[config.mk]
export PLATFORM = sky130hd
export DESIGN_NAME = memArbiter
export DESIGN_NICKNAME = d
export VERILOG_FILES = /design/src/rtl/coreCfgPkg.sv /design/src/rtl/memBusPkg.sv /design/src/rtl/memArbiter.sv
export SDC_FILE = /design/constraint.sdc
export NUM_CORES = 1
export LEC_CHECK = 0
export ABC_AREA = 0
export BUFFER_PORTS_ARGS = -buffer_cell sky130_fd_sc_hd__buf_4
export CAP_MARGIN = 20
export CORE_AREA = 2 2 54 56
export DETAILED_ROUTE_END_ITERATION = 16
export DIE_AREA = 0 0 56 58
export GPL_TIMING_DRIVEN = 0
export PLACE_DENSITY = 0.83
export SLEW_MARGIN = 0
export SYNTH_ARGS = -nofsm -noshare
export SYNTH_HDL_FRONTEND = slang
export SYNTH_SLANG_ARGS = --single-unit
[constraint.sdc]
create_clock -name vclk -period 1.8
set_input_delay 0.18 -clock vclk [all_inputs]
set_output_delay 0.18 -clock vclk [all_outputs]
set_load 0.05 [all_outputs]
[src/rtl/coreCfgPkg.sv]
package coreCfgPkg;

    // Word address for 256 words of memory
    localparam int AddrW = 8;

    localparam int DataW = 32;

    // LSU, cache controller and instruction fetch
    localparam int NumClients = 3;

    localparam int ClientW = $clog2(NumClients);

    // Per-client queue depth used when the top level is not overridden
    localparam int DefQueueDepth = 4;

    // Controller cycles from acceptance to response
    localparam int DefMemLatency = 3;

endpackage
[src/rtl/memBusPkg.sv]
package memBusPkg;

    typedef enum logic [1:0] {
        None  = 2'd0,
        Read  = 2'd1,
        Write = 2'd2
    } memCmdT;

    // Priority order with the highest first
    typedef enum logic [coreCfgPkg::ClientW-1:0] {
        Lsu   = 2'd0,
        Cc    = 2'd1,
        Fetch = 2'd2
    } clientT;

    // LSU and cache controller payload
    typedef struct packed {
        logic                         write;
        logic [coreCfgPkg::AddrW-1:0] addr;
        logic [coreCfgPkg::DataW-1:0] data;
    } accessReqT;

    // Fetch only reads and carries just the address
    typedef struct packed {
        logic [coreCfgPkg::AddrW-1:0] addr;
    } fetchReqT;

    // Request on the shared controller port
    typedef struct packed {
        memCmdT                       cmd;
        clientT                       client;
        logic [coreCfgPkg::AddrW-1:0] addr;
        logic [coreCfgPkg::DataW-1:0] data;
    } memReqT;

endpackage

[src/rtl/memArbiter.sv]
module memArbiter (
    input  logic                 lsuValid,
    input  memBusPkg::accessReqT lsuHead,
    input  logic                 ccValid,
    input  memBusPkg::accessReqT ccHead,
    input  logic                 fetchValid,
    input  memBusPkg::fetchReqT  fetchHead,
    input  logic                 busy,
    output logic                 lsuPop,
    output logic                 ccPop,
    output logic                 fetchPop,
    output logic                 reqValid,
    output memBusPkg::memReqT    req
);
    function automatic memBusPkg::memReqT fromAccess(
        input memBusPkg::accessReqT head,
        input memBusPkg::clientT    client
    );
        memBusPkg::memReqT r;
        r.cmd    = head.write ? memBusPkg::Write : memBusPkg::Read;
        r.client = client;
        r.addr   = head.addr;
        r.data   = head.data;
        return r;
    endfunction

    always_comb begin
        lsuPop   = 1'b0;
        ccPop    = 1'b0;
        fetchPop = 1'b0;
        reqValid = 1'b0;
        req      = '0;
        req.cmd  = memBusPkg::None;
        // Nothing goes out while an access is in flight
        if (!busy) begin
            if (lsuValid) begin
                reqValid = 1'b1;
                lsuPop   = 1'b1;
                req      = fromAccess(lsuHead, memBusPkg::Lsu);
            end else if (ccValid) begin
                reqValid = 1'b1;
                ccPop    = 1'b1;
                req      = fromAccess(ccHead, memBusPkg::Cc);
            end else if (fetchValid) begin
                reqValid   = 1'b1;
                fetchPop   = 1'b1;
                req.cmd    = memBusPkg::Read; // Fetch never writes
                req.client = memBusPkg::Fetch;
                req.addr   = fetchHead.addr;
            end
        end
    end
endmodule

* After elaboration in Yosys (flattened, before gate mapping)
Cells that the tools add are included.
** Operators by class
- Multiplexer cells :: 19
** Operators with widths (count)
- 44-bit two-way mux :: 2
- 32-bit two-way mux :: 1
- 1-bit two-way mux :: 12
- 12-bit two-way mux :: 1
- 11-bit two-way mux :: 1
- 2-bit two-way mux :: 2
** Word-level totals
- Bits in registers :: 0
- Logic and storage cells :: 19
- Bits of input ports :: 94

* Longest topological paths before layout
- Depth in word-level cells :: 4
- Gate-level depth with buffers :: 4
- Depth with buffers taken out :: 2

* Least setup slack after synthesis
No wires, ideal clock.
- Path kind :: input port to output port
- Start point :: input lsuValid
- End point :: output req[42] (netlist name)
- Required time :: 1.620 ns
- Arrival :: 1.938 ns
- Setup slack :: -0.318 ns
- Cell stages on the path :: 3
- Path buffers :: 1
- Cells stage by stage :: buf_2 -> nand2_1 -> nor4bb_1
** RTL lines
- start, declared :: RTL line memArbiter.sv:2 : input logic lsuValid,
- end, declared :: RTL line memArbiter.sv:13 : output memBusPkg::memReqT req

==> impl_results.md <==
- Status: finished, final reports clean
- Vias per Instance: 5.00
- Initial antenna violation count: 0
- Initial core utilization: 0.238
- Total wire length: 3680 µm
- Cell area after layout: 1750 µm²
- Post-synth top area cell: a22o_1
- Die span in y: 58 µm
- Critical Path Source Type: input pin
- CLK BUF: 0
- Ys Warns: 0
- Final nets: 307
- Hold Path Class: input pin to primary output
- Setup Buffers After CTS: 0
- Post-DP HPWL: 3300 µm
- Avg Cell Area, Syn: 9.18 µm²
- Hold bufs inserted after CTS: 0
- Dpl cell area: 1750 µm²
- Max cap viols: 0
- Seq/Total Area, Yosys: 0
- Seq_cells: 0
- Syn Nets: 163
- Leakage: 1.01 nW
- Vias in the first global route: 1207
- Max frequency: 654 MHz
- Tcrit/Tclk final: 0.850
- Minimum hold slack: 731 ps
- First-pass GRT wire length: 5720 µm
- Routed wire per std cell: 15.2 µm
- DRC viols: 0
- Synth area leaders: a22o_1 44%, buf_6 14%, a221o_1 13%, and3b_1 9.7%, nor4b_4 3.8%
- Slew at the pin closest to its max-slew limit: 586 ps
- GR Overflow Total: 0
- RSZ-0062 raised after global routing: false
- Core ar.: 2660 µm²
- Seq. cell area: 0 µm²
- WP data required: 1620 ps
- Final hold violation count: 0
- Hold path startpoint: lsuHead[23]
- Post-cts sizing count: 0
- # IOs: 142
- Post-Syn Area: 633 µm²
- Post-route ant nets: 0
- Setup TNS: 0 ps
- Die footprint: 3250 µm²
- Syn Inst Count: 69
- Buffers on Ports: 142
- Crit Path Max Fanout: 10
- All-layer global routing usage: 0.211
- Final setup viols: 0
- Pwr dens: 357 nW/µm²
- Worst Hold End: req[23]
- Post-route total power: 0.000626 W
- Diode count: 0
- DR pass1 iterations: 4
- Vias: 1209
- CP arrival: 1350 ps
- Die X: 56 µm
- Max IR drop VDD: 0.263 mV
- Fraction of layout cells with a size suffix above 1: 0.787
- Starting DRC count in detailed routing: 44
- Kind of end point of the critical path: primary output
- Area grow syn2layout: 177%
- Rows: 19
- Largest net degree at the start of global routing: 12
- Library cells used by synthesis: 16
- Top-area cell type share of the netlist area: 0.443
- Crit path time final: 1530 ps
- Worst setup path class: input pin to primary output
- Rel. slew slack: 0.608
- Max-slew violation count: 0
- Hold path depth: 3
- RePlAce Congestion: 0.848
worst max-delay path by stage:
stage             from       to  slack [ps]  depth (start not counted)
5_1_grt           busy  req[37]         150                          4
4_1_cts           busy  req[37]         250                          4
3_5_place_dp      busy  req[37]         250                          4
2_1_floorplan  ccValid  req[32]         110                          2
6_report          busy  req[37]         270                          4
3_3_place_gp      busy  req[36]         300                          4
power by group:
part / total [W] / internal [W] / switching (W) / leakage (nW)
combinational: 0.000626 / 0.000282 / 0.000344 / 1.01
sequential: 0 / 0 / 0 / 0
clock: 0 / 0 / 0 / 0
total: 0.000626 / 0.000282 / 0.000344 / 1.01
stage by stage:
step,utilization,setup WS [ps],cells
2_1_floorplan,-,115,69
5_1_grt,0.659,154,242
4_1_cts,0.659,253,242
3_3_place_gp,0.659,299,242
3_5_place_dp,0.659,254,242
6_report,0.659,270,242
worst max-delay path: stages:
cell	delay, ps
buf_4	140
nor4b_4	560
a221o_2	270
buf_4	190
logic make-up (layout without fill, tap and decap cells):
kind of cell / after synthesis / after routing / share of synthesized area
AND/OR/NAND/NOR: 16 / 16 / 0.237
buffers and inverters: 12 / 154 / 0.186
AO/OA/AOI/OAI: 41 / 41 / 0.577
layout by cell type, fill, tap and decap left out:
master / Yosys / layout
nand2_1: 1 / 1
a21oi_1: 1 / 1
buf_2: 1 / 1
and3b_2: 1 / 1
nor3b_4: 1 / 1
nor2_1: 1 / 1
nor2b_1: 1 / 1
nand3b_1: 1 / 1
nor4b_4: 1 / 1
buf_4: 3 / 145
a22o_1: 32 / 32
nor4bb_2: 0 / 1
nor3_1: 1 / 1
a221o_2: 0 / 8
buf_6: 8 / 8
and3b_1: 7 / 7
final cells by class:
| cell class | count | area [µm²] |
|---|---|---|
| repair buffers | 142 | 1070 |
| multi-input cells | 57 | 532 |
| fillers | 205 | 908 |
| plain buffers | 12 | 118 |
| well taps | 31 | 38.8 |
layer usage:
layer / GRT usage / vias to the layer above / wire length [µm]
li1: - / 584 / -
met1: 0.248 / 535 / 1310
met2: 0.407 / 88 / 1920
met3: 0.0469 / 2 / 440
met4: 0.0170 / 0 / 12
met5: 0 / - / 0
cells in the mapped netlist:
master and number:
nor4b_4 1, and3b_2 1, buf_6 8, buf_2 1, a22o_1 32, nor3b_4 1, a221o_1 8, nor3_1 1
nand2_1 1, nor2_1 1, a21oi_1 1, nor4bb_1 1, buf_4 3, nor2b_1 1, and3b_1 7, nand3b_1 1
Note: power is estimated with default switching activity, not from simulation.
