**src/rtl/reqQueue.sv**
```systemverilog
module reqQueue #(
    parameter type payloadT = logic,
    parameter int  Depth    = 4
) (
    input  logic    clk,
    input  logic    rstN,
    input  logic    push,
    input  payloadT pushData,
    input  logic    pop,
    output logic    full,
    output logic    valid,
    output payloadT head
);
    localparam int PtrW = (Depth > 1) ? $clog2(Depth) : 1;
    localparam int CntW = $clog2(Depth + 1);

    payloadT         entries [Depth];
    logic [PtrW-1:0] rdPtr;
    logic [PtrW-1:0] wrPtr;
    logic [CntW-1:0] count;
    logic            doPush;
    logic            doPop;

    // Wrap for depths that are not a power of two
    function automatic logic [PtrW-1:0] nextPtr(input logic [PtrW-1:0] ptr);
        return (ptr == PtrW'(Depth - 1)) ? '0 : ptr + 1'b1;
    endfunction

    assign doPush = push && !full; // Dropped when full
    assign doPop  = pop && valid;

    always_ff @(posedge clk or negedge rstN) begin
        if (!rstN) begin
            rdPtr <= '0;
            wrPtr <= '0;
            count <= '0;
        end else begin
            if (doPush) begin
                wrPtr <= nextPtr(wrPtr);
            end
            if (doPop) begin
                rdPtr <= nextPtr(rdPtr);
            end
            if (doPush && !doPop) begin
                count <= count + 1'b1;
            end else if (doPop && !doPush) begin
                count <= count - 1'b1;
            end
        end
    end

    always_ff @(posedge clk) begin
        if (doPush) begin
            entries[wrPtr] <= pushData;
        end
    end

    assign full  = (count == CntW'(Depth));
    assign valid = (count != '0);
    assign head  = entries[rdPtr]; // Oldest entry
endmodule

```
**config.mk**
```make
export PLATFORM = sky130hd
export DESIGN_NAME = reqQueue
export DESIGN_NICKNAME = d
export VERILOG_FILES = /design/src/rtl/reqQueue.sv
export SDC_FILE = /design/constraint.sdc
export NUM_CORES = 1
export LEC_CHECK = 0
export BUFFER_PORTS_ARGS = -buffer_cell sky130_fd_sc_hd__clkbuf_2
export CAP_MARGIN = 10
export CORE_MARGIN = 4
export CORE_UTILIZATION = 48
export CTS_CLUSTER_SIZE = 12
export DETAILED_ROUTE_END_ITERATION = 8
export PLACE_DENSITY = 0.8
export SLEW_MARGIN = 20
export SYNTH_ARGS = -nofsm -noshare
export SYNTH_HDL_FRONTEND = slang
export SYNTH_SLANG_ARGS = --single-unit
```
**constraint.sdc**
```tcl
create_clock -name clk -period 2.25 [get_ports clk]
set_clock_uncertainty 0.15 [all_clocks]
set_input_delay 0.3375 -clock clk [delete_from_list [all_inputs] [get_ports clk]]
set_output_delay 0.3375 -clock clk [all_outputs]
set_load 0.1 [all_outputs]
```
Word level (Yosys, flattened, before mapping)
Memory sizes are Yosys's and may differ from the RTL's.
Index checks and enable logic that the tools add are counted.

operators by class
  eq/ne operators = 3
  muxes and demuxes = 6
  reduce and logical (&&, ||, !) cells = 9
  add/sub/neg operators = 4

operator list
  kind                   count
  $mux W3                2
  $add A2 B1 Y2 const B  2
  $eq A2 B2 Y1 const B   2
  $logic_and A1 B1 Y1    4
  $mux W2                2
  $add A3 B1 Y3 const B  1
  $eq A3 B3 Y1 const B   1
  $logic_not A1 Y1       3
  $reduce_bool A3 Y1     1
  $sub A3 B1 Y3 const B  1
  $mux W1                2
  $reduce_bool A2 Y1     1

word-level totals
  register bits after elaboration = 7
  RAM bits = 4
  memories = 1
  bits of input ports = 5
  output and inout port bits = 3
  logic and storage cells = 26

memory list
  name     depth  width  read ports  clocked after Yosys merged registers in  write ports  line  source
  entries  4      1      1           0                                        1            17    payloadT entries [Depth];

Longest topological paths before layout
  depth in word-level cells = 7
  depth in mapped cells = 9
  depth with buffers taken out = 8

Worst setup path after synthesis
No wires, ideal clock.

  path kind = reg2reg
  from = register count[0]
  to = register count[1]
  arrival = 2.506 ns
  slack = -0.531 ns
  buffers on the path = 1
  clock period less this slack = 2.781 ns
  setup time = 0.125 ns
  cell stages (with the launch flop) = 8
  data required time = 1.975 ns
  path through = dfrtp_1 nor3b_4 nor2b_2 buf_6 ha_1 inv_1 fa_1 mux2_2

on the way
  cells in the longest elaborated chain, start to end = 6
  elaborated cells between the ends (all ways) = 14
  those cells by class = 2 x add/sub; 1 x eq/ne; 2 x mux; 9 x reduce/logical

ends and longest elaborated chain
  item                          line  source
  start: declaration            20    logic [CntW-1:0] count;
  start signal: assignment      45    count <= count + 1'b1;
  start signal: assignment      47    count <= count - 1'b1;
  $eq A3 B3 Y1 (*)              58    assign full = (count == CntW'(Depth));
  named net full                10    output logic full,
  $logic_not A1 Y1 (*)          29    assign doPush = push && !full;
  $logic_and A1 B1 Y1 (*)       29
  named net doPush              21    logic doPush;
  $logic_not A1 Y1              46    end else if (doPop && !doPush) begin
  $logic_and A1 B1 Y1           46
  $reduce_bool A2 Y1 (no line)  n/a

Mark *: on every way through the listed nets, which the timed path passes. The rest lies on a longest branch. The select of a mux whose other input is x is not followed.
A chain may end at the register's enable or synchronous reset.

Final worst setup path
  from = register count[0]
  to = register count[2]

on the way
  cells in the longest elaborated chain, start to end = 6
  elaborated cells between the ends (all ways) = 14
  those cells by class = 2 x add/sub; 1 x eq/ne; 2 x mux; 9 x reduce/logical

ends and longest elaborated chain
  item
  branches (longest 6 deep; another with $sub A3 B1 Y3)

Parallel ways; which one is timed is not known. The select of a mux whose other input is x is not followed.

==> metrics.yaml <==
place:
  dp.cells: 65
  numPortBuffers: 7
  dp_worst_setup_slack_ns: 0.163
  place_area_sq_um: 701
  gp_congestion: 0.638
logic_synthesis:
  yosysTopAreaCellShare_pct: 28.1
  yosysUniqueCellTypes: 17
  muxShareOfSynthArea_pct: 15.0
  synth_top_family_by_area: "adder cells"
  syn_nets: 54
  synth_largest_area_cell: "dfrtp_1"
  synth_area_per_cell_sq_um: 14.9
  syn_inst: 42
  synth_compound_area_share_pct: 0
  synth_xor_xnor_area_share_pct: 4.21
  synth_area_leaders: "dfrtp_1 28%, edfxtp_1 19%, ha_1 12%"
  synth-seq-cells: 11
  yosys_warnings: 0
  yosys.area_share.simple_pct: 14.6
  synth_adder_area_share_pct: 15.2
  seq_area_frac_synth_pct: 47.3
  syn_area_sq_um: 624
cells_and_area:
  n_antenna_cell: 0
  synthToLayoutAreaGrowth_pct: 18.0
  post_route_cells_drive_above_1_share_pct: 51.8
  layout.nets: 69
  finalNonFillerCells: 70
  final_cell_mix: "7 x dfrtp_1, 7 x clkbuf_2, 5 x ha_1"
  design_area_sq_um: 737
timing:
  post-route-period-util_pct: 94.1
  tightest_slew_ns: 0.543
  setup_viol: 0
  post-route-min-period_ns: 2.12
  slew_headroom_pct: 64.0
  rsz0062_at_grt: "false"
  setup_slack_ns: 0.134
  slew_viol_final: 0
  hold_viol_final: 0
  fmax_mhz: 472
clock_network:
  cts_tree: "done"
  post_cts_resized: 0
  cts_setup_buffers: 0
  path_clk_slew_ns: 0.07
  clock-sinks: 11
  htreeDepth: 1
  cts_buffer_depth: 2
  clock_latency_ns: 0.27
  root_buffer: "clkbuf_4"
  numCtsBuffers: 3
die:
  core-area_sq_um: 1170
  rows: 12
  die_h_um: 44.1
  pin_count: 8
  die-area_sq_um: 1940
  die-width_um: 44.1
  start_util_pct: 53.3
route:
  m1WireLength_um: 430
  first_iter_violations: 8
  drc: 0
  route.met2.wl_um: 493
  highest_layer: "met4"
  ant_nets: 0
  num_vias: 349
  wirelength_um: 992
  drtPass1Iterations: 3
  wl_met3_um: 39
  post_drt_wl_per_cell_um: 14.2
  vias_per_cell: 4.99
worst_setup_path:
  worstRegToRegCells: 8
  worstSetupStartpoint: "count[0]"
  crit_end: "count[2]"
  worstPathArrival_ns: 2.16
  path_max_fanout: 3
  worstReg2RegStart: "count[0]"
  path_class: "register to register"
  r2r-end: "count[2]"
  critPathRequiredTime_ns: 2.30
  r2r_slack_ns: 0.13
  critPathCaptureType: "register"
  critPathLaunchType: "register"
status:
  outcome: "finished, final reports clean"
global_routing:
  grt_pass1_wl_um: 1560
  grt_max_degree: 8
  grt_use_total_pct: 12.3
  grt_pass1_vias: 351
  antenna_found_initial: 0
  grt-ovfl-total: 0
flow_run:
  drv_cap: 0
worst_hold_path:
  min_path_type: "input port to register"
synth_stat cells (all sizes together):
library cell,instances
dfrtp,7
xor2,2
nand2,1
mux4,1
nor3b,1
fa,1
or3,1
nor2b,1
ha,6
mux2,5
inv,3
and2,4
nor2,3
buf,1
edfxtp,4
xnor2,1
cell type report:
class	instances	area (sq um)
Clock buffer	4	26.3
Fill cell	93	434
Inverter	3	11.3
Multi-Input combinational cell	27	319
Sequential cell	11	295
Tap cell	14	17.5
Timing Repair Buffer	11	67.6
layer usage:
| metal | up-vias | GRT usage (%) |
|---|---|---|
| met5 | - | 0 |
| met4 | 0 | 12.7 |
| met3 | 4 | 3.66 |
| met2 | 6 | 18.9 |
| met1 | 173 | 12.9 |
| li1 | 166 | - |
state kept, by name (all words and copies together), names as in the netlist:
register / flops
rdPtr: 2
entries: 4
wrPtr: 2
count: 3
critical path: stages, from the launching register on:
cell and delay (ns):
dfrtp_1 0.39, or3_4 0.41, nand2_4 0.11, ha_4 0.15
inv_2 0.03, fa_1 0.36, xor2_1 0.17, nor2_1 0.11
xor2_1 0.16
through the flow:
stage | utilization (%) | hold WS, ns | TNS (ns)
2_1_floorplan | - | -0.108 | -0.707
3_3_place_gp | 59.8 | 0.0298 | 0
3_5_place_dp | 59.8 | 0.0328 | 0
4_1_cts | 62.9 | 0.124 | 0
5_1_grt | 62.9 | 0.123 | 0
6_report | 62.9 | 0.133 | 0
worst min path at each step:
stage,start,endpoint,slack [ns],cells after the start
finish,pushData,entries[3],0.13,1
detailed placement,rstN,rdPtr[0],0.03,1
floorplan,rstN,count[0],-0.11,0
global placement,rstN,rdPtr[0],0.03,1
CTS,pushData,entries[3],0.12,1
global route,pushData,entries[3],0.12,1
cells by family (layout without fill, tap and decap cells):
logic type	after synthesis	in the layout
XOR/XNOR	3	3
adder cells (fa/ha/maj)	7	7
buffers and inverters	4	18
flip-flops	11	11
multiplexers	6	6
AND/OR/NAND/NOR	11	11
repair_timing:
item / CTS / global route
endpoints found under the setup margin: 0 / 0
hold endpoints to repair: 7 / 0
hold buffers: 1 / 0
Power is left out: the tool's default activity adds up to more than one toggle a clock period on the data nets, which glitch-free logic cannot reach.
